--- config.mk ---
export PLATFORM = sky130hd
export DESIGN_NAME = ifetch
export DESIGN_NICKNAME = d
export VERILOG_FILES = /design/src/logic/pipeline_pkg.sv /design/src/logic/ifetch.sv
export SDC_FILE = /design/constraint.sdc
export NUM_CORES = 1
export LEC_CHECK = 0
export ABC_CLOCK_PERIOD_IN_PS = 6900
export BUFFER_PORTS_ARGS = -buffer_cell sky130_fd_sc_hd__buf_2
export CAP_MARGIN = 0
export CORE_UTILIZATION = 44
export DETAILED_ROUTE_END_ITERATION = 12
export HOLD_SLACK_MARGIN = 0.1
export PLACE_DENSITY = 0.77
export SLEW_MARGIN = 40
export SYNTH_ARGS = -nofsm -noshare
export SYNTH_HDL_FRONTEND = slang
export SYNTH_SLANG_ARGS = --single-unit
--- constraint.sdc ---
create_clock -name clock -period 6.9 [get_ports clock]
set_clock_uncertainty 0.1 [all_clocks]
set_input_delay 1.725 -clock clock [delete_from_list [all_inputs] [get_ports clock]]
set_output_delay 1.725 -clock clock [all_outputs]
set_load 0.02 [all_outputs]
--- src/logic/pipeline_pkg.sv ---
package pipeline_pkg;

  localparam int xlen      = 32;
  localparam int rob_depth = 16;
  localparam int iq_depth  = 8;

  // Major opcodes of the integer subset
  localparam logic [6:0] opc_op     = 7'b0110011;
  localparam logic [6:0] opc_op_imm = 7'b0010011;

  typedef logic [4:0]                   reg_addr_t;
  typedef logic [$clog2(rob_depth)-1:0] rob_idx_t;

  typedef enum logic [2:0] {
    alu_add,
    alu_sub,
    alu_and,
    alu_or,
    alu_xor,
    alu_slt
  } alu_op_t;

  typedef struct packed {
    logic            valid;
    logic [xlen-1:0] pc;
    logic [31:0]     inst;
  } fetch_t;

  typedef struct packed {
    logic [xlen-1:0] pc;
    alu_op_t         alu_op;
    reg_addr_t       rs1;
    reg_addr_t       rs2;
    logic            use_imm;
    logic [xlen-1:0] imm;
    reg_addr_t       rd;
    logic            wr;
    rob_idx_t        rob_slot;
  } dec_inst_t;

  typedef struct packed {
    logic            valid;
    alu_op_t         alu_op;
    logic [xlen-1:0] a;
    logic [xlen-1:0] b;
    rob_idx_t        rob_slot;
  } exec_t;

  typedef struct packed {
    logic            valid;
    rob_idx_t        rob_slot;
    logic [xlen-1:0] data;
  } result_t;

  typedef struct packed {
    logic            valid;
    logic [xlen-1:0] pc;
    reg_addr_t       rd;
    logic            wr;
    logic [xlen-1:0] data;
  } retire_t;

endpackage

--- src/logic/ifetch.sv ---
module ifetch
  import pipeline_pkg::*;
(
  input  logic            clock,
  input  logic            rst,
  output logic [xlen-1:0] icache_addr,
  output logic            icache_rd,
  input  logic [31:0]     icache_data,
  input  logic            icache_waitrequest,
  input  logic            stall,
  output fetch_t          fetch
);

  logic [xlen-1:0] pc;
  logic            running;
  logic            accept;

  // Read when the fetch register is empty or id takes it this cycle
  assign icache_rd   = running && (!fetch.valid || !stall);
  assign icache_addr = pc;
  assign accept      = icache_rd && !icache_waitrequest;

  always_ff @(posedge clock) begin
    if (rst) begin
      running     <= 1'b0;
      pc          <= '0;
      fetch.valid <= 1'b0;
    end else begin
      running <= 1'b1;
      if (accept) begin
        pc          <= pc + xlen'(4);
        fetch.valid <= 1'b1;
        fetch.pc    <= pc;
        fetch.inst  <= icache_data;
      end else if (!stall) begin
        // Consumed with nothing new behind it
        fetch.valid <= 1'b0;
      end
    end
  end

endmodule

== Yosys cells after proc, flatten, opt, wreduce, memory -nomap -nowiden ==
Index checks and enable logic that the tools add are counted.
Storage, ports and cells
  memories: 0
  bits in read-only memories: 0
  output and inout bits: 98
  bits in latches: 0
  RAM bits: 0
  flip-flop bits (word level): 98
  input port bits: 36
Cells by class
  add/subtract/negate cells: 1
  muxes and demuxes: 3
  shift operators: 0
  $lt $le $gt $ge: 0
  equal/unequal tests: 1
  divide/modulo/power cells: 0
  bitwise gates (word level): 1
  multipliers: 0
  reduce and logical (&&, ||, !) cells: 7
Operator list (number)
  $add A32 B3 Y32 const B: 1
  $logic_not A1 Y1: 3
  $mux W1: 3
  $logic_and A1 B1 Y1: 2
  $ne A2 B1 Y1 const B: 1
  $reduce_and A2 Y1: 1
  $logic_or A1 B1 Y1: 1
  $not A1 Y1: 1

== Logic depth before layout (Yosys ltp) ==
Gate-level depths: netlist of run 1.
  depth in word-level cells: 5
  mapped depth: 6
  depth with buffers taken out: 4

== Worst setup path after synthesis of run 1 ==
Ideal clock, no wire load.
  path type: in2reg
  from: input rst
  to: register fetch[0] (netlist bit) (enable)
  path slack: 1.574 ns
  path buffers: 2
  arrival time: 4.744 ns
  required time: 6.318 ns
  stages: 3
  setup time: 0.482 ns
  cell sequence: clkbuf_1 clkbuf_1 nor2_1
On the way
  longest elaborated chain between the ends: 2
RTL lines
  start, declared: line ifetch.sv:5  | input logic rst,
  $not A1 Y1 (no source line)
  $reduce_and A2 Y1 (no source line)
  end, declared: line ifetch.sv:11  | output fetch_t fetch
Every way passes these cells.
A chain may end at the register's enable or synchronous reset.

== Worst setup path after layout of run 1 ==
  from: input stall
  to: output icache_rd
On the way
  longest elaborated chain between the ends: 3
RTL lines
  start, declared: line ifetch.sv:10  | input logic stall,
  $logic_not A1 Y1
  $logic_or A1 B1 Y1: line ifetch.sv:19  | assign icache_rd = running && (!fetch.valid || !stall);
  $logic_and A1 B1 Y1: line ifetch.sv:19
  end, declared: line ifetch.sv:7  | output logic icache_rd,
Every way passes these cells.

==> results of run 1 <==
[metal layers]
| layer | vias up | global-route usage | wire length, um |
|---|---|---|---|
| met5 | - | 0 | 0 |
| met4 | 0 | 0.06349 | 99 |
| met2 | 119 | 0.2683 | 3263 |
| met3 | 9 | 0.04690 | 512 |
| li1 | 1236 | - | - |
| met1 | 1161 | 0.2269 | 3143 |
[sequential cells by signal (all words and copies together), names as in the netlist]
| register | cells |
|---|---|
| icache_addr | 30 |
| fetch | 63 |
| running | 1 |
[Yosys cell counts, drive strengths merged]
cell type  count  area share
dfxtp         32        0.18
and2           2      0.0036
mux2          11       0.036
xor2           2      0.0050
nand2         12       0.013
and3           1      0.0018
o31ai         10       0.022
or4           10       0.022
and4           5       0.013
o21ai          5      0.0072
inv            6      0.0065
nor4          10       0.018
nor2b         12       0.022
or3            5      0.0090
a21oi         17       0.024
nor3           1      0.0014
clkbuf         4      0.0043
nor2          16       0.017
edfxtp        62        0.53
nand3         11       0.016
nand4         10       0.022
xnor2          1      0.0025
buf            6       0.012
ha             1      0.0036
conb           1      0.0011
[critical path: cells and delay by family]
kind / cells / cell delay (ns)
simple gates: 2 / 0.38
buf+inv: 2 / 0.25
[how the worst max path moves through the flow]
stage	from	to	cells after the start
5_1_grt	stall	icache_rd	4
2_1_floorplan	rst	fetch[0]	3
4_1_cts	stall	icache_rd	4
3_3_place_gp	stall	icache_rd	4
3_5_place_dp	icache_waitrequest	fetch[62]	5
6_report	stall	icache_rd	4
[power by group through the flow]
stage	clock network [mW]	logic, mW	registers [mW]
6_report	0.394	0.0476	0.610
3_3_place_gp	0	0.0438	0.623
3_5_place_dp	0	0.0450	0.623
5_1_grt	0.425	0.0522	0.611
4_1_cts	0.403	0.0451	0.610
2_1_floorplan	0	0.0156	0.634
[kinds of logic (layout without fill, tap and decap cells)]
family                     count (synthesis)  count (layout)  share of synthesized area
muxes                                     11              11                    0.03559
buffers and inverters                     16             154                    0.02300
adders and majority gates                  1               1                   0.003594
DFF                                       94              94                     0.7189
and+or+nand+nor                           95              95                     0.1571
xor gates and xnor gates                   3               3                   0.007550
AOI/OAI and AO/OA                         32              32                    0.05320
other                                      1               4                   0.001077
[per-stage QoR]
step	setup slack, ns	hold slack, ns	area, um2	cells
final	2.708	0.3977	4497	496
after global routing	2.639	0.4226	4497	496
after CTS	2.710	0.4006	4444	494
after detailed placement	2.687	0.3780	4223	478
after global placement	2.747	0.3671	4223	478
after floorplan	1.574	0.4628	3492	256
[cell type report]
| type | count | area (um2) | share of cell area |
|---|---|---|---|
| tap | 102 | 127.6 | 0.02838 |
| clock inverter | 6 | 93.84 | 0.02087 |
| clock buffer | 10 | 127.6 | 0.02838 |
| timing repair buffer | 132 | 705.7 | 0.1569 |
| inverter | 6 | 22.52 | 0.005008 |
| multi-input combinational | 146 | 917.1 | 0.2040 |
| sequential | 94 | 2502 | 0.5565 |
==> flow_summary.ini, run 1 <==
[clock_tree]
numCtsBuffers = 9
cts.hold.buffers_added = 0
clockRootBuffer = clkbuf_8
clkTransAtPathRegs_ns = 0.09
post_cts_resized = 0
post_cts_buffers = 0
cts_tree = done
h-tree-depth = 3
cts_sinks = 94
clk_path_buf_depth = 2
clk_latency_ns = 0.35

[worst_setup_path]
r2r_start = running
cp.required_ns = 5.08
r2r_slack_ns = 4.37
r2r_cells = 5
worst_setup_path_end_kind = output pin
arrival_ns = 2.37
slowest_delay_ns = 0.21
path_class = in2out
path_cells = buf_2 -> nand2_1 -> and2_1 -> buf_2
critPathSlowestCell = nand2_1
cp_max_fo = 8
cp-start-kind = input pin
rr_endpoint = fetch[34]
crit_top_cell = buf_2

[routing]
routed-via-count = 2525
post-route-drc-count = 0
routed_wl_um = 7019
drt-vias-per-instance = 5.091
drt_iter0_markers = 103
postRouteAntennaNets = 0
drtPass1Iterations = 4
post_drt_wl_per_cell_um = 14.15

[floorplanning]
core_area_um2 = 7687
placementRows = 32
dieWidth_um = 90.95
io_pins = 134
start_util = 0.4528
die_h_um = 90.95
dieArea_um2 = 8271

[sta]
relSlewSlack = 0.6068
rsz0062_at_grt = false
finalSetupViolCount = 0
layout_min_cycle_time_ns = 4.192
setup_tns_ns = 0
fmax_mhz = 238.5
final-hold-violation-count = 0
worst_pin_slew_ns = 0.5887
fin_crit_sh = 0.6076
drv_slew = 0

[power_and_ir_drop]
switching_share = 0.2090
pwr-share-comb = 0.045
peakVddDrop_v = 0.00009100
leakage_nw = 1.854
power.switching_mw = 0.2198
pwr-share-seq = 0.580
clock_power_share = 0.375
p_int_mw = 0.8319
powerDensity_nw_per_um2 = 233.9
report.power.total_mw = 1.052

[synthesis]
syn_avg_cell_area_um2 = 13.76
netlist_area_um2 = 3481
synthCells = 253
seq_area_frac_synth = 0.7189
synth.distinct_cells = 27
ys_warn_count = 0
ys_seq_elements = 94

[grt]
grt_overflow = 0
grt_max_degree = 45
grt_pass1_wl_um = 10940
grtUsageTotal = 0.1707
antenna_found_initial = 0
grt_pass1_vias = 2213

[cells_and_area]
diodes = 0
drive_gt1_frac = 0.4086
nets = 426
mostFrequentLayoutCell = buf_2
mostFrequentLayoutCells = buf_2 (129), edfxtp_1 (62), dfxtp_1 (32)
area_growth_syn_to_layout_pct = 29.19
fillCellCount = 651
final_core_util = 0.5850

[run_status]
outcome = complete, no violations

[job]
maxCapViolCount = 0

[min_path]
hold_path_depth = 0
min_from = icache_addr[31]
min_path_type = reg2reg
min_to = fetch[63]

[placement]
gp_congestion = 0.7361
io_buffers = 129
dp_hpwl_um = 4794
Note: power is estimated with default switching activity, not from simulation.
==> run 2: changes to the inputs <==
--- a/config.mk
+++ b/config.mk
@@ -5,13 +5,13 @@
 export SDC_FILE = /design/constraint.sdc
 export NUM_CORES = 1
 export LEC_CHECK = 0
-export ABC_CLOCK_PERIOD_IN_PS = 6900
+export ABC_CLOCK_PERIOD_IN_PS = 3650
 export BUFFER_PORTS_ARGS = -buffer_cell sky130_fd_sc_hd__buf_2
 export CAP_MARGIN = 0
 export CORE_UTILIZATION = 44
 export DETAILED_ROUTE_END_ITERATION = 12
 export HOLD_SLACK_MARGIN = 0.1
-export PLACE_DENSITY = 0.77
+export PLACE_DENSITY = 0.8
 export SLEW_MARGIN = 40
 export SYNTH_ARGS = -nofsm -noshare
 export SYNTH_HDL_FRONTEND = slang
==> constraint.sdc (replaced) <==
create_clock -name clock -period 3.65 [get_ports clock]
set_clock_uncertainty 0.1 [all_clocks]
set_input_delay 0.9125 -clock clock [delete_from_list [all_inputs] [get_ports clock]]
set_output_delay 0.9125 -clock clock [all_outputs]
set_load 0.02 [all_outputs]
==> flow_summary.ini, run 2 (synthesis results as in run 1) <==
[run_status]
outcome = complete, no violations

[routing]
routed-via-count = 2534
routed_wl_um = 6754
postRouteAntennaNets = 0
drt_iter0_markers = 120
post_drt_wl_per_cell_um = 13.67
drtPass1Iterations = 5
post-route-drc-count = 0
drt-vias-per-instance = 5.130

[grt]
grt_max_degree = 63
grtUsageTotal = 0.1644
grt_overflow = 0
grt_pass1_vias = 2159
antenna_found_initial = 0
grt_pass1_wl_um = 10590

[cells_and_area]
seq_area_um2 = 2502
nets = 424
largest_reg_flops = 63
fillCellCount = 657
finalNonFillerCells = 494
drive_gt1_frac = 0.4082
diodes = 0
mostFrequentLayoutCell = buf_2
multi_input_area_um2 = 917.1
area_growth_syn_to_layout_pct = 28.07
top_register = fetch
mostFrequentLayoutCells = buf_2 (129), edfxtp_1 (62), dfxtp_1 (32)

[worst_setup_path]
slowest_delay_ns = 0.21
cp.required_ns = 2.64
critPathSlowestCell = nand2_1
cp-start-kind = input pin
cp_top_family = simple AND/OR/NAND/NOR gates
cp_max_fo = 8
crit_top_cell = buf_2
path_cells = buf_2 -> nand2_1 -> and2_1 -> buf_2
arrival_ns = 1.55
worst_setup_path_end_kind = output pin
r2r_slack_ns = 1.44
crit_buf_inv = 2
path_class = in2out

[sta]
relSlewSlack = 0.4583
layout_min_cycle_time_ns = 2.558
drv_slew = 0
whs_ns = 0.3896
finalSetupViolCount = 0
worst_pin_slew_ns = 0.8125
final-hold-violation-count = 0
setup_tns_ns = 0
fin_crit_sh = 0.7008
fmax_mhz = 390.9
rsz0062_at_grt = false

[min_path]
min_path_type = reg2reg

[clock_tree]
numCtsBuffers = 9
clk_path_buf_depth = 2
cts_tree = done
clockRootBuffer = clkbuf_8
cts.hold.buffers_added = 0
cts_sinks = 94
h-tree-depth = 3
clkTransAtPathRegs_ns = 0.09
post_cts_resized = 0
post_cts_buffers = 0
clk_latency_ns = 0.34

[floorplanning]
io_pins = 134
dieArea_um2 = 8271
dieWidth_um = 90.95
placementRows = 32
start_util = 0.4528
core_area_um2 = 7687
die_h_um = 90.95

[power_and_ir_drop]
peakVddDrop_v = 0.0002037
leakage_nw = 1.832
powerDensity_nw_per_um2 = 442.7
report.power.total_mw = 1.974

[placement]
dp_hpwl_um = 4577
dp_cells = 478
gp_congestion = 0.7219
io_buffers = 129

[job]
maxCapViolCount = 0
[run 2: cell count changes in the layout (fill, tap and decap cells not counted)]
cell | previous run | this run
inv_8 | 1 | 0
clkbuf_16 | 1 | 0
clkinv_4 | 1 | 3
buf_12 | 0 | 1
clkinvlp_4 | 0 | 1
buf_4 | 1 | 0
inv_6 | 1 | 0
buf_16 | 1 | 0
clkbuf_1 | 1 | 0
[run 2: worst paths after layout]
check / from / endpoint / cells past startpoint
worst max register to register: running / icache_addr[22] / 4
worst min register to register: icache_addr[31] / fetch[63] / 0
worst min-delay path: icache_addr[31] / fetch[63] / 0
worst max-delay path: stall / icache_rd / 4
[run 2: stage by stage]
| stage | util | instance area, um2 | worst slack (ns) |
|---|---|---|---|
| 2_1_floorplan | - | 3495 | 0.1736 |
| 3_3_place_gp | 0.5509 | 4235 | 0.9074 |
| 3_5_place_dp | 0.5509 | 4235 | 0.8351 |
| 4_1_cts | 0.5799 | 4458 | 1.096 |
| 5_1_grt | 0.5799 | 4458 | 0.9881 |
| 6_report | 0.5799 | 4458 | 1.092 |
[run 2: area by class of cell]
class,count,share of cell area
Clock inverter,7,0.02217
Sequential cell,94,0.5613
Inverter,6,0.005052
Clock buffer,9,0.02779
Multi-Input combinational cell,146,0.2057
Tap cell,102,0.02863
Timing Repair Buffer,130,0.1493
[run 2: power breakdown]
group	leakage (nW)	total (mW)	switching, mW	internal, mW
sequential	0.878	1.15	0.00515	1.15
combinational	0.844	0.0854	0.0566	0.0288
clock	0.109	0.736	0.348	0.388
total	1.83	1.97	0.410	1.56
[run 2: routing by layer]
layer	GRT usage	vias to the layer above	part of all wire
met1	0.2217	1188	0.44
met2	0.2494	105	0.47
met3	0.03936	12	0.071
li1	-	1229	-
met5	0	-	0
met4	0.08201	0	0.020
[run 2: worst reg2reg max path, stage by stage (launching register included)]
cell	delay, ns
dfxtp_1	0.33
nor2b_1	0.45
nand4_2	0.41
nor4_1	0.45
mux2_2	0.37
==> run 3: changes to the inputs <==
--- a/config.mk
+++ b/config.mk
@@ -5,13 +5,13 @@
 export SDC_FILE = /design/constraint.sdc
 export NUM_CORES = 1
 export LEC_CHECK = 0
-export ABC_CLOCK_PERIOD_IN_PS = 3650
+export ABC_CLOCK_PERIOD_IN_PS = 2450
 export BUFFER_PORTS_ARGS = -buffer_cell sky130_fd_sc_hd__buf_2
 export CAP_MARGIN = 0
 export CORE_UTILIZATION = 44
 export DETAILED_ROUTE_END_ITERATION = 12
 export HOLD_SLACK_MARGIN = 0.1
-export PLACE_DENSITY = 0.8
+export PLACE_DENSITY = 0.77
 export SLEW_MARGIN = 40
 export SYNTH_ARGS = -nofsm -noshare
 export SYNTH_HDL_FRONTEND = slang
==> constraint.sdc (replaced) <==
create_clock -name clock -period 2.45 [get_ports clock]
set_clock_uncertainty 0.1 [all_clocks]
set_input_delay 0.6125 -clock clock [delete_from_list [all_inputs] [get_ports clock]]
set_output_delay 0.6125 -clock clock [all_outputs]
set_load 0.02 [all_outputs]
==> flow_summary.ini, run 3 (synthesis results as in run 1) <==
[run_status]
outcome = complete, no violations

[worst_setup_path]
worst_setup_path_end_kind = register
r2r_cells = 4
cp-start-kind = register
slowest_delay_ns = 0.48
critPathSlowestCell = dfxtp_1
cp.required_ns = 2.60
cp_max_fo = 9
path_class = reg2reg
path_cells = and4_1 -> nand4_2 -> nor4_1 -> mux2_2
arrival_ns = 2.17

[clock_tree]
post_cts_buffers = 0
clkTransAtPathRegs_ns = 0.09
numCtsBuffers = 9
cts_tree = done
cts_sinks = 94
clk_latency_ns = 0.35
post_cts_resized = 0
h-tree-depth = 3
clockRootBuffer = clkbuf_8
clk_path_buf_depth = 2
cts.hold.buffers_added = 0

[power_and_ir_drop]
power.switching_mw = 0.6413
report.power.total_mw = 2.777
p_int_mw = 2.135
pwr-share-comb = 0.048
pwr-share-seq = 0.618
clock_power_share = 0.334
powerDensity_nw_per_um2 = 624.1
peakVddDrop_v = 0.0003187
switching_share = 0.2310
leakage_nw = 1.826

[routing]
drtPass1Iterations = 6
post-route-drc-count = 0
routed-via-count = 2536
drt_iter0_markers = 120
routed_wl_um = 6968
post_drt_wl_per_cell_um = 14.02
drt-vias-per-instance = 5.103
postRouteAntennaNets = 0

[job]
maxCapViolCount = 0

[cells_and_area]
mostFrequentLayoutCells = buf_2 (129), edfxtp_1 (62), dfxtp_1 (32)
finalNonFillerCells = 497
diodes = 0
largest_reg_flops = 63
mostFrequentLayoutCell = buf_2
nets = 427
top_register = fetch
area_growth_syn_to_layout_pct = 27.82
fillCellCount = 644
drive_gt1_frac = 0.4127

[grt]
grtUsageTotal = 0.1705
grt_max_degree = 35
grt_pass1_wl_um = 10740
use_met2 = 0.2614
globalRouteMet1Util = 0.2254
grt_use_met3 = 0.04690
busiest_layer = met2
antenna_found_initial = 0
grt_overflow = 0
grt_pass1_vias = 2221

[sta]
rsz0062_at_grt = false
drv_slew = 0
relSlewSlack = 0.5856
layout_min_cycle_time_ns = 2.022
finalSetupViolCount = 0
final-hold-violation-count = 0
worst_pin_slew_ns = 0.6215
setup_tns_ns = 0
fmax_mhz = 494.7
fin_crit_sh = 0.8252

[floorplanning]
io_pins = 134
start_util = 0.4528
die_h_um = 90.95
placementRows = 32
dieArea_um2 = 8271
dieWidth_um = 90.95
core_area_um2 = 7687

[placement]
dp_cells = 481
dp_hpwl_um = 4939
gp_congestion = 0.7984
io_buffers = 129

[min_path]
hold_path_depth = 1
min_path_type = in2reg
==> run 3: final timing paths <==
check,slack (ns),from,end
min,0.33,icache_data[8],fetch[8]
max,0.43,icache_addr[9],icache_addr[31]
min reg2reg,0.38,icache_addr[31],fetch[63]
max reg2reg,0.43,icache_addr[9],icache_addr[31]
==> run 3: power groups by stage <==
stage	clock network, mW	registers, mW	logic, mW
after global routing	1.02	1.72	0.145
after floorplan	0	1.78	0.0456
after detailed placement	0	1.75	0.135
after global placement	0	1.75	0.130
final	0.927	1.72	0.134
after CTS	0.946	1.72	0.135
==> run 3: metal layers <==
layer	wire [um]	vias up
met1	3149	1187
met4	120	0
met2	3234	107
met5	0	-
li1	-	1234
met3	463	8
==> run 3: area by class of cell <==
class                           count  area [um2]  area share
Clock buffer                        9       123.9     0.02784
Clock inverter                      7       55.05     0.01237
Inverter                            6       22.52    0.005062
Multi-Input combinational cell    146       917.1      0.2061
Sequential cell                    94        2502      0.5624
Tap cell                          102       127.6     0.02868
Timing Repair Buffer              133       700.7      0.1575
==> run 3: through the flow <==
step	hold WS [ns]	area [um2]	setup WS, ns	utilization
final	0.3264	4449	0.4284	0.5788
after global routing	0.3002	4449	0.3263	0.5788
after CTS	0.3110	4449	0.4316	0.5788
after detailed placement	0.3750	4270	0.1611	0.5555
after global placement	0.3753	4270	0.2536	0.5555
after floorplan	0.4649	3501	0.002073	-
==> run 3: worst max-delay path: cells and delay by family (launching register included) <==
family / cells / cell delay (ns)
simple gates: 3 / 0.97
flops: 1 / 0.48
mux: 1 / 0.36
