### config.mk
export PLATFORM = sky130hd
export DESIGN_NAME = id
export DESIGN_NICKNAME = d
export VERILOG_FILES = /design/src/logic/pipeline_pkg.sv /design/src/logic/id.sv
export SDC_FILE = /design/constraint.sdc
export NUM_CORES = 1
export LEC_CHECK = 0
export BUFFER_PORTS_ARGS = -buffer_cell sky130_fd_sc_hd__buf_2
export CAP_MARGIN = 15
export CORE_AREA = 4 4 64 66
export DETAILED_ROUTE_END_ITERATION = 16
export DIE_AREA = 0 0 68 70
export PLACE_DENSITY = 0.86
export SLEW_MARGIN = 20
export SYNTH_ARGS = -nofsm -noshare
export SYNTH_HDL_FRONTEND = slang
export SYNTH_SLANG_ARGS = --single-unit
### constraint.sdc
create_clock -name vclk -period 4.1
set_input_delay 0.41 -clock vclk [all_inputs]
set_output_delay 0.41 -clock vclk [all_outputs]
set_load 0.01 [all_outputs]
### src/logic/pipeline_pkg.sv
package pipeline_pkg;

  localparam int xlen      = 32;
  localparam int rob_depth = 16;
  localparam int iq_depth  = 8;

  // Major opcodes of the integer subset
  localparam logic [6:0] opc_op     = 7'b0110011;
  localparam logic [6:0] opc_op_imm = 7'b0010011;

  typedef logic [4:0]                   reg_addr_t;
  typedef logic [$clog2(rob_depth)-1:0] rob_idx_t;

  typedef enum logic [2:0] {
    alu_add,
    alu_sub,
    alu_and,
    alu_or,
    alu_xor,
    alu_slt
  } alu_op_t;

  typedef struct packed {
    logic            valid;
    logic [xlen-1:0] pc;
    logic [31:0]     inst;
  } fetch_t;

  typedef struct packed {
    logic [xlen-1:0] pc;
    alu_op_t         alu_op;
    reg_addr_t       rs1;
    reg_addr_t       rs2;
    logic            use_imm;
    logic [xlen-1:0] imm;
    reg_addr_t       rd;
    logic            wr;
    rob_idx_t        rob_slot;
  } dec_inst_t;

  typedef struct packed {
    logic            valid;
    alu_op_t         alu_op;
    logic [xlen-1:0] a;
    logic [xlen-1:0] b;
    rob_idx_t        rob_slot;
  } exec_t;

  typedef struct packed {
    logic            valid;
    rob_idx_t        rob_slot;
    logic [xlen-1:0] data;
  } result_t;

  typedef struct packed {
    logic            valid;
    logic [xlen-1:0] pc;
    reg_addr_t       rd;
    logic            wr;
    logic [xlen-1:0] data;
  } retire_t;

endpackage

### src/logic/id.sv
module id
  import pipeline_pkg::*;
(
  input  fetch_t    fetch,
  input  rob_idx_t  rob_tail,
  input  logic      rob_full,
  input  logic      iq_full,
  output logic      stall,
  output logic      reserve,
  output reg_addr_t reserve_rd,
  output logic      reserve_wr,
  output logic      push,
  output dec_inst_t push_inst
);

  logic [6:0] opcode;
  logic [2:0] funct3;
  logic [6:0] funct7;
  logic       is_imm;
  logic       known;
  alu_op_t    op;

  assign opcode = fetch.inst[6:0];
  assign funct3 = fetch.inst[14:12];
  assign funct7 = fetch.inst[31:25];
  assign is_imm = (opcode == opc_op_imm);

  always_comb begin
    known = 1'b0;
    op    = alu_add;
    if (opcode == opc_op) begin
      known = 1'b1;
      case ({funct7, funct3})
        10'b0000000_000: op = alu_add;
        10'b0100000_000: op = alu_sub;
        10'b0000000_111: op = alu_and;
        10'b0000000_110: op = alu_or;
        10'b0000000_100: op = alu_xor;
        10'b0000000_010: op = alu_slt;
        default:         known = 1'b0;
      endcase
    end else if (is_imm) begin
      known = 1'b1;
      case (funct3)
        3'b000:  op = alu_add;
        3'b111:  op = alu_and;
        3'b110:  op = alu_or;
        3'b100:  op = alu_xor;
        3'b010:  op = alu_slt;
        default: known = 1'b0;
      endcase
    end
  end

  // Back-pressure when either rob or issue queue has no room
  assign stall   = fetch.valid && (rob_full || iq_full);
  assign reserve = fetch.valid && !rob_full && !iq_full;
  assign push    = reserve;

  // Unknown encodings become x0 + 0 with no write
  always_comb begin
    push_inst.pc       = fetch.pc;
    push_inst.alu_op   = op;
    push_inst.rs1      = known ? fetch.inst[19:15] : '0;
    push_inst.rs2      = (known && !is_imm) ? fetch.inst[24:20] : '0;
    push_inst.use_imm  = is_imm || !known;
    push_inst.imm      = known ? {{(xlen-12){fetch.inst[31]}}, fetch.inst[31:20]} : '0;
    push_inst.rd       = known ? fetch.inst[11:7] : '0;
    push_inst.wr       = known && (fetch.inst[11:7] != 5'd0);
    push_inst.rob_slot = rob_tail;
  end

  assign reserve_rd = push_inst.rd;
  assign reserve_wr = push_inst.wr;

endmodule

Word-level counts from Yosys, hierarchy flattened
Cells that the tools add are included.
{ "classes": {"n_eq_ne": 11, "reduce_logical": 16, "mux": 12} }
{ "ops": {"columns": ["cell", "count"], "rows": [
  ["32-bit two-way mux", 1],
  ["10-bit by 3-bit == test with 1-bit output (second input constant)", 3],
  ["5-bit two-way mux", 3],
  ["3-bit one-hot mux with 5 select lines", 1],
  ["3-bit one-hot mux with 4 select lines", 1],
  ["10-bit by 2-bit == test with 1-bit output (second input constant)", 1],
  ["10-bit by 9-bit == test with 1-bit output (second input constant)", 1],
  ["10-bit zero test", 1],
  ["3-bit == test (second input constant)", 3],
  ["7-bit by 5-bit == test with 1-bit output (second input constant)", 1],
  ["7-bit by 6-bit == test with 1-bit output (second input constant)", 1],
  ["3-bit two-way mux", 2],
  ["6-bit OR reduction", 1],
  ["1-bit logical AND", 5],
  ["5-bit nonzero test", 1],
  ["5-bit OR reduction", 1],
  ["1-bit zero test", 4],
  ["1-bit two-way mux", 4],
  ["3-bit by 2-bit == test with 1-bit output (second input constant)", 1],
  ["3-bit zero test", 1],
  ["1-bit logical OR", 2]
]} }
{ "totals": {"output_inout_bits": 97, "regBits": 0, "word_cells": 39} }

Longest topological paths before layout
Gate-level depths: netlist (run 1).
{ "depth": {"word_depth": 7, "ltp_mapped": 6, "ltp_nobuf": 4} }

Worst setup path after synthesis (run 1)
Ideal clock, no wire load.
{ "synth_path": {"path_type": "input to output", "startpoint": "in fetch[25] in the netlist's numbering", "endpoint": "out push_inst[22] in the netlist's numbering", "arrival_time_ns": 2.486, "required_time_ns": 3.690, "stages": 5, "setup_slack_ns": 1.204, "path_cell_list": "or4_1 > or4b_4 > o21ai_4 > and3_1 > buf_4"} }
{ "synth_rtl": {"columns": ["item", "line_no", "rtl"], "rows": [
  ["start: declaration", "id.sv:4", "input fetch_t fetch,"],
  ["end: declaration", "id.sv:13", "output dec_inst_t push_inst"]
]} }

==> results of run 1 <==
==> synth_stat cells, drive strengths merged <==
cell type	instances	area, sq um
a21bo	1	10.01
a21oi	1	5.000
and2	5	31.28
and3	23	143.9
and3b	1	8.760
buf	65	495.5
clkbuf	3	11.26
inv	3	11.26
nand2b	1	6.260
nand3	1	5.000
nor2	1	3.750
nor3	1	5.000
nor3b	2	20.02
nor4b	2	17.52
o211a	1	10.01
o21a	1	7.510
o21ai	1	16.27
o22ai	1	6.260
o41a	1	11.26
or3	1	6.260
or4	2	15.01
or4b	1	13.76
xnor2	1	8.760
==> through the flow <==
stage          utilization [%]  hold WS [ns]  setup slack (ns)  instance area (sq um)  cells
5_1_grt                  25.24        0.8200            0.7042                  903.4    196
6_report                 25.24        0.8200            0.8970                  903.4    196
3_3_place_gp             25.24        0.8201            0.9325                  903.4    196
2_1_floorplan                -        0.8710             1.204                  869.6    120
3_5_place_dp             25.24        0.8201            0.8673                  903.4    196
4_1_cts                  25.24        0.8201            0.8680                  903.4    196
==> layer usage <==
layer	GRT usage [%]	vias to the layer above
li1	-	397
met1	8.015	351
met2	18.95	87
met3	3.055	16
met4	4.857	0
met5	0	-
==> power groups by stage <==
| stage | sequential, mW | combinational [mW] | clock [mW] |
|---|---|---|---|
| detailed placement | 0 | 0.0380 | 0 |
| finish | 0 | 0.0379 | 0 |
| CTS | 0 | 0.0382 | 0 |
| global placement | 0 | 0.0369 | 0 |
| global route | 0 | 0.0426 | 0 |
| floorplan | 0 | 0.0534 | 0 |
==> logic make-up after synthesis <==
logic type	Yosys count	synth area share, %
AOI/OAI and AO/OA	7	7.627
xor gates and xnor gates	1	1.007
buffers and inverters	71	59.57
and+or+nand+nor	41	31.80
==> area by class of cell <==
type	instances	area, sq um
Timing Repair Buffer	96	480.5
Inverter	3	11.26
Fill cell	404	2675
Tap cell	48	60.06
Multi-Input combinational cell	49	351.6
==> final timing paths <==
path / from / cells past startpoint / to / slack (ns)
max: fetch[25] / 6 / push_inst[24] / 0.90
min: fetch[37] / 0 / push_inst[61] / 0.82
==> flow_metrics.env, run 1 <==
export IMPL_fin_setup_tns_ns=0
export IMPL_synth_area_sq_um=869.6
export IMPL_setup_viol=0
export IMPL_max_slew_margin_pct=48.97
export IMPL_gp_congestion=0.6578
export IMPL_core_sq_um=3578
export IMPL_fin_nets=221
export IMPL_first_pass_iters=4
export IMPL_die_area_sq_um=4760
export IMPL_cap_violations=0
export IMPL_drtIter0Drc=9
export IMPL_portBuffers=96
export IMPL_grt_setup_unrepaired="no"
export IMPL_worst_pin_slew_ns=0.7654
export IMPL_status="finished, final reports clean"
export IMPL_avgSynthCellArea_sq_um=7.247
export IMPL_cp_cell_sequence="buf_2 -> or4_1 -> or4b_4 -> o21ai_4 -> and3_1 -> buf_2"
export IMPL_final_common_cell="buf_2"
export IMPL_p_clk_share_pct=0
export IMPL_pin_count=168
export IMPL_drive_above_1_share_pct=67.57
export IMPL_critPathCaptureType="primary output"
export IMPL_num_rows=22
export IMPL_grt_start_max_net_pins=28
export IMPL_yosysWarnings=0
export IMPL_grt_pass1_vias=713
export IMPL_post_cts_buffers=0
export IMPL_path_buf_inv=2
export IMPL_syn2layout_area_growth_pct=3.885
export IMPL_p_seq_share_pct=0
export IMPL_met2_length_microns=1367
export IMPL_vias_per_cell=4.342
export IMPL_fmax_mhz=312.2
export IMPL_fin_crit_ns=3.203
export IMPL_yosysSeqAreaShare_pct=0
export IMPL_die_h_microns=70
export IMPL_grt_usage_pct=9.627
export IMPL_vias=851
export IMPL_cts_resized_gates=0
export IMPL_slowest_delay_ns=0.58
export IMPL_power_mw=0.03793
export IMPL_met1Wirelength_microns=759
export IMPL_ir_worst_vdd_mv=0.01997
export IMPL_drtAntennaViolNets=0
export IMPL_hold_viol=0
export IMPL_syn_nets=191
export IMPL_swShare_pct=49.86
export IMPL_numSequentialCells=0
export IMPL_post_route_period_util_pct=78.12
export IMPL_path_max_fanout=23
export IMPL_critPathRequiredTime_ns=3.69
export IMPL_seq_area_sq_um=0
export IMPL_gr_total_overflow=0
export IMPL_drv_slew=0
export IMPL_dr_wl_met3_microns=504
export IMPL_cp_start_kind="input pin"
export IMPL_cts_hold_buf=0
export IMPL_final_cell_mix="buf_2, and3_1, and2_1"
export IMPL_initial_core_util_pct=24.30
export IMPL_die_x_microns=68
export IMPL_drc_errors=0
export IMPL_p_int_mw=0.01902
export IMPL_hold_path_class="input pin to primary output"
export IMPL_crit_type="input pin to primary output"
export IMPL_critPathTopFamily="simple AND/OR/NAND/NOR gates"
export IMPL_slowest_stage="or4b_4"
export IMPL_wire_per_inst_microns=14.19
export IMPL_power_density_nw_per_um2=41.99
export IMPL_diodes=0
export IMPL_yosysUniqueCellTypes=25
export IMPL_hpwlAfterDp_microns=2415
export IMPL_grt_pass1_wl_microns=3567
export IMPL_worstPathArrival_ns=2.79
export IMPL_clkbuf_count=0
export IMPL_p_sw_mw=0.01891
export IMPL_cpMostUsedCell="buf_2"
export IMPL_antenna_found_initial=0
export IMPL_synthCells=120
export IMPL_pwr_share_comb_pct=100.0
export IMPL_p_leak_nw=0.6885
export IMPL_drt_wl_total_microns=2782
export IMPL_dr_max_layer_used="met4"
(Power assumes the default switching activity.)
==> run 2: changes to the inputs <==
- CORE_AREA: 4 4 64 66 -> default
- CORE_MARGIN: default -> 4
- CORE_UTILIZATION: default -> 24
- DIE_AREA: 0 0 68 70 -> default
- PLACE_DENSITY: 0.86 -> 0.88
- clock period: 4.1 -> 2.8 ns (I/O delays scaled with it)
==> run 2 against run 1 <==
Against the previous run:
- via count is 0.24% higher
- utilization is 2.0 points higher
- combinational power is 53% higher
- hold slack worse by 0.26 ns
- non-clock buffer count is 4 higher
- design area is 3.0% higher
- global-route usage is 1.2 points lower
- total power is 52% higher
- first-iteration DRC count is 33% lower
- highest routed layer unchanged
- critical path depth is 1 higher
- sequential cell count stayed put
==> flow_metrics.env, run 2 (synthesized netlist as in run 1, its figures left out) <==
export IMPL_worstPathArrival_ns=2.22
export IMPL_hold_viol=0
export IMPL_clkbuf_count=0
export IMPL_drt_wl_total_microns=2544
export IMPL_p_clk_share_pct=0
export IMPL_first_pass_iters=2
export IMPL_hold_start="fetch[43]"
export IMPL_drc_errors=0
export IMPL_vias=853
export IMPL_cts_resized_gates=0
export IMPL_p_leak_nw=0.7095
export IMPL_final_common_cell="buf_2"
export IMPL_power_density_nw_per_um2=62.04
export IMPL_cp_start_kind="input pin"
export IMPL_initial_core_util_pct=25.46
export IMPL_slowest_delay_ns=0.58
export IMPL_path_buf_inv=3
export IMPL_final_cell_mix="buf_2, and3_1, and2_1"
export IMPL_hold_depth=0
export IMPL_pin_count=168
export IMPL_critPathTopFamily="simple AND/OR/NAND/NOR gates"
export IMPL_syn2layout_area_growth_pct=7.050
export IMPL_p_int_mw=0.03037
export IMPL_num_rows=21
export IMPL_grt_setup_unrepaired="no"
export IMPL_portBuffers=96
export IMPL_hold_path_class="input pin to primary output"
export IMPL_numSequentialCells=0
export IMPL_gr_total_overflow=0
export IMPL_cpMostUsedCell="buf_2"
export IMPL_fmax_mhz=399.4
export IMPL_grt_pass1_vias=673
export IMPL_status="finished, final reports clean"
export IMPL_slowest_stage="or4b_4"
export IMPL_p_seq_share_pct=0
export IMPL_multi_input_area_sq_um=351.6
export IMPL_ir_worst_vdd_mv=0.02276
export IMPL_fillCellCount=385
export IMPL_p_sw_mw=0.02739
export IMPL_post_cts_buffers=0
export IMPL_critPathCaptureType="primary output"
export IMPL_drtAntennaViolNets=0
export IMPL_die_x_microns=68.20
export IMPL_vias_per_cell=4.308
export IMPL_max_slew_margin_pct=77.14
export IMPL_critPathRequiredTime_ns=2.52
export IMPL_worst_pin_slew_ns=0.3428
export IMPL_cap_violations=0
export IMPL_fin_nets=225
export IMPL_fin_crit_ns=2.503
export IMPL_crit_type="input pin to primary output"
export IMPL_grt_pass1_wl_microns=3077
export IMPL_cp_cell_sequence="buf_2 -> or4_1 -> or4b_4 -> o21ai_4 -> and3_1 -> buf_4 -> buf_2"
export IMPL_die_area_sq_um=4651
export IMPL_antenna_found_initial=0
export IMPL_seq_area_sq_um=0
export IMPL_hpwlAfterDp_microns=2216
export IMPL_hold_path_end="push_inst[67]"
export IMPL_pwr_share_comb_pct=100.0
export IMPL_core_sq_um=3416
export IMPL_die_h_microns=68.20
export IMPL_drive_above_1_share_pct=68.42
export IMPL_post_route_period_util_pct=89.41
export IMPL_utilization_pct=27.25
export IMPL_drv_slew=0
export IMPL_cts_hold_buf=0
export IMPL_fin_setup_tns_ns=0
export IMPL_grt_usage_pct=8.460
export IMPL_gp_congestion=0.6603
export IMPL_swShare_pct=47.42
export IMPL_diodes=0
export IMPL_drtIter0Drc=6
export IMPL_setup_viol=0
export IMPL_path_max_fanout=21
export IMPL_wire_per_inst_microns=12.85
export IMPL_grt_start_max_net_pins=23
-- run 2: changes by cell type in the layout (fill, tap and decap cells not counted) --
| cell | before | now |
|---|---|---|
| buf_4 | 0 | 4 |
-- run 2: metal layers --
metal / GRT usage (%) / vias up / wire length, microns
li1: - / 404 / -
met1: 9.109 / 353 / 822
met5: 0 / - / 0
met3: 3.448 / 16 / 514
met2: 14.68 / 80 / 1129
met4: 3.226 / 0 / 77
-- run 2: power groups by stage --
stage	sequential [mW]	clock (mW)	combinational, mW
2_1_floorplan	0	0	0.0783
3_3_place_gp	0	0	0.0561
3_5_place_dp	0	0	0.0584
4_1_cts	0	0	0.0587
5_1_grt	0	0	0.0648
6_report	0	0	0.0578
-- run 2: final cells by class --
type,instances,share of cell area (%)
inverter,3,1.210
multi-input combinational,49,37.77
tap,46,6.183
timing repair buffer,100,54.84
-- run 2: stage by stage --
step                      setup WS, ns  hold WS [ns]  std cells  instance area [sq um]  power [mW]
after floorplan                 0.1641        0.6110        120                  869.6     0.07825
after global routing            0.1894        0.5600        198                  930.9     0.06478
after global placement          0.3046        0.5601        198                  930.9     0.05606
after detailed placement        0.2677        0.5601        198                  930.9     0.05843
final                           0.2965        0.5600        198                  930.9     0.05775
after CTS                       0.2656        0.5601        198                  930.9     0.05873
-- run 2: how the worst max path moves through the flow --
stage	startpoint	endpoint	slack (ns)	depth (start not counted)
after detailed placement	fetch[25]	push_inst[24]	0.27	7
after global routing	fetch[25]	push_inst[27]	0.19	7
after global placement	fetch[25]	push_inst[37]	0.30	7
after CTS	fetch[25]	push_inst[24]	0.27	7
after floorplan	fetch[25]	push_inst[22]	0.16	5
final	fetch[25]	push_inst[38]	0.30	7
==> run 3: changes to the inputs <==
- RECOVER_POWER: default -> 50
==> run 3 against run 2 <==
Against the previous run:
- clock-buffer cell count did not move
- hold slack did not move
- fmax did not move
- critical path type unchanged
- worst setup slack did not move
- total power fell by 0.66%
- die area did not move
- combinational power fell by 0.7%
- largest power group unchanged
- first-iteration DRC count fell by 50%
- design area fell by 0.94%
- global-route usage did not move
- sequential share of layout area did not move
- utilization fell by 0.26 points
==> flow_metrics.env, run 3 (synthesized netlist as in run 1, its figures left out) <==
export IMPL_status="finished, final reports clean"
export IMPL_grt_start_max_net_pins=23
export IMPL_critPathLaunch="fetch[25]"
export IMPL_worst_pin_slew_ns=0.3428
export IMPL_crit_path_end="push_inst[38]"
export IMPL_critPathCaptureType="primary output"
export IMPL_vias_per_cell=4.303
export IMPL_path_max_fanout=21
export IMPL_p_sw_mw=0.02757
export IMPL_numSequentialCells=0
export IMPL_grt_pass1_wl_microns=3077
export IMPL_p_clk_share_pct=0
export IMPL_grt_usage_pct=8.460
export IMPL_post_cts_buffers=0
export IMPL_pwr_share_comb_pct=100.0
export IMPL_num_rows=21
export IMPL_core_sq_um=3416
export IMPL_worstPathArrival_ns=2.22
export IMPL_p_leak_nw=0.6786
export IMPL_clkbuf_count=0
export IMPL_cts_hold_buf=0
export IMPL_hold_ws_ns=0.5600
export IMPL_cp_start_kind="input pin"
export IMPL_diodes=0
export IMPL_grt_setup_unrepaired="no"
export IMPL_p_seq_share_pct=0
export IMPL_drv_slew=0
export IMPL_fin_area_sq_um=922.1
export IMPL_initial_core_util_pct=25.46
export IMPL_post_dp_cell_area_sq_um=930.9
export IMPL_power_density_nw_per_um2=62.22
export IMPL_gp_congestion=0.6603
export IMPL_seq_area_sq_um=0
export IMPL_die_x_microns=68.20
export IMPL_drtIter0Drc=3
export IMPL_drt_wl_total_microns=2551
export IMPL_die_area_sq_um=4651
export IMPL_drtAntennaViolNets=0
export IMPL_cts_resized_gates=0
export IMPL_critPathRequiredTime_ns=2.52
export IMPL_syn2layout_area_growth_pct=6.043
export IMPL_hpwlAfterDp_microns=2216
export IMPL_portBuffers=96
export IMPL_fin_nets=225
export IMPL_first_pass_iters=3
export IMPL_final_cell_mix="buf_2, and3_1, clkbuf_1"
export IMPL_crit_type="input pin to primary output"
export IMPL_post_route_period_util_pct=89.41
export IMPL_wire_per_inst_microns=12.88
export IMPL_swShare_pct=48.06
export IMPL_multi_input_area_sq_um=351.6
export IMPL_p_int_mw=0.02980
export IMPL_pin_count=168
export IMPL_drc_errors=0
export IMPL_fmax_mhz=399.4
export IMPL_hold_path_class="input pin to primary output"
export IMPL_die_h_microns=68.20
export IMPL_grt_pass1_vias=673
export IMPL_drive_above_1_share_pct=63.82
export IMPL_cap_violations=0
export IMPL_fin_crit_ns=2.503
export IMPL_fillCellCount=386
export IMPL_antenna_found_initial=0
export IMPL_vias=852
export IMPL_hold_viol=0
export IMPL_final_common_cell="buf_2"
export IMPL_gr_total_overflow=0
export IMPL_max_slew_margin_pct=77.14
export IMPL_fin_setup_tns_ns=0
export IMPL_ir_worst_vdd_mv=0.02248
export IMPL_power_mw=0.05737
export IMPL_setup_viol=0
[run 3: cell count changes in the layout (fill, tap and decap cells not counted)]
cell	previous run	this run
buf_2	96	89
clkbuf_1	0	7
and2_0	0	2
and2_1	5	3
[run 3: worst max-delay path, stage by stage]
cell and delay, ns:
buf_2 0.10, or4_1 0.56, or4b_4 0.58, o21ai_4 0.19, and3_1 0.17, buf_4 0.18
buf_2 0.16
[run 3: power groups by stage]
stage                     registers (mW)  clock network [mW]  logic [mW]
after floorplan                        0                   0      0.0783
after global placement                 0                   0      0.0561
after detailed placement               0                   0      0.0584
after CTS                              0                   0      0.0587
after global routing                   0                   0      0.0643
final                                  0                   0      0.0574
[run 3: layout make-up]
type,count,share of cell area (%)
repair buffers,100,54.41
multi-input cells,49,38.13
well taps,46,6.242
inverters,3,1.221
[run 3: how the worst min path moves through the flow]
stage	from	endpoint	cells after the start
after floorplan	fetch[12]	push_inst[55]	1
after global placement	fetch[34]	push_inst[58]	0
after detailed placement	fetch[34]	push_inst[58]	0
after global routing	fetch[45]	push_inst[69]	0
final	fetch[43]	push_inst[67]	0
after CTS	fetch[34]	push_inst[58]	0
[run 3: metal layers]
metal  GRT usage, %  vias to the layer above  routed length (microns)
li1               -                      404                        -
met1          9.109                      352                      836
met2          14.68                       80                     1133
met3          3.448                       16                      503
met4          3.226                        0                       77
met5              0                        -                        0
[run 3: through the flow]
stage / std cells / utilization (%) / setup slack, ns
floorplan: 120 / - / 0.1641
global placement: 198 / 27.25 / 0.3046
detailed placement: 198 / 27.25 / 0.2677
CTS: 198 / 27.25 / 0.2656
global route: 198 / 27.00 / 0.1894
finish: 198 / 27.00 / 0.2965
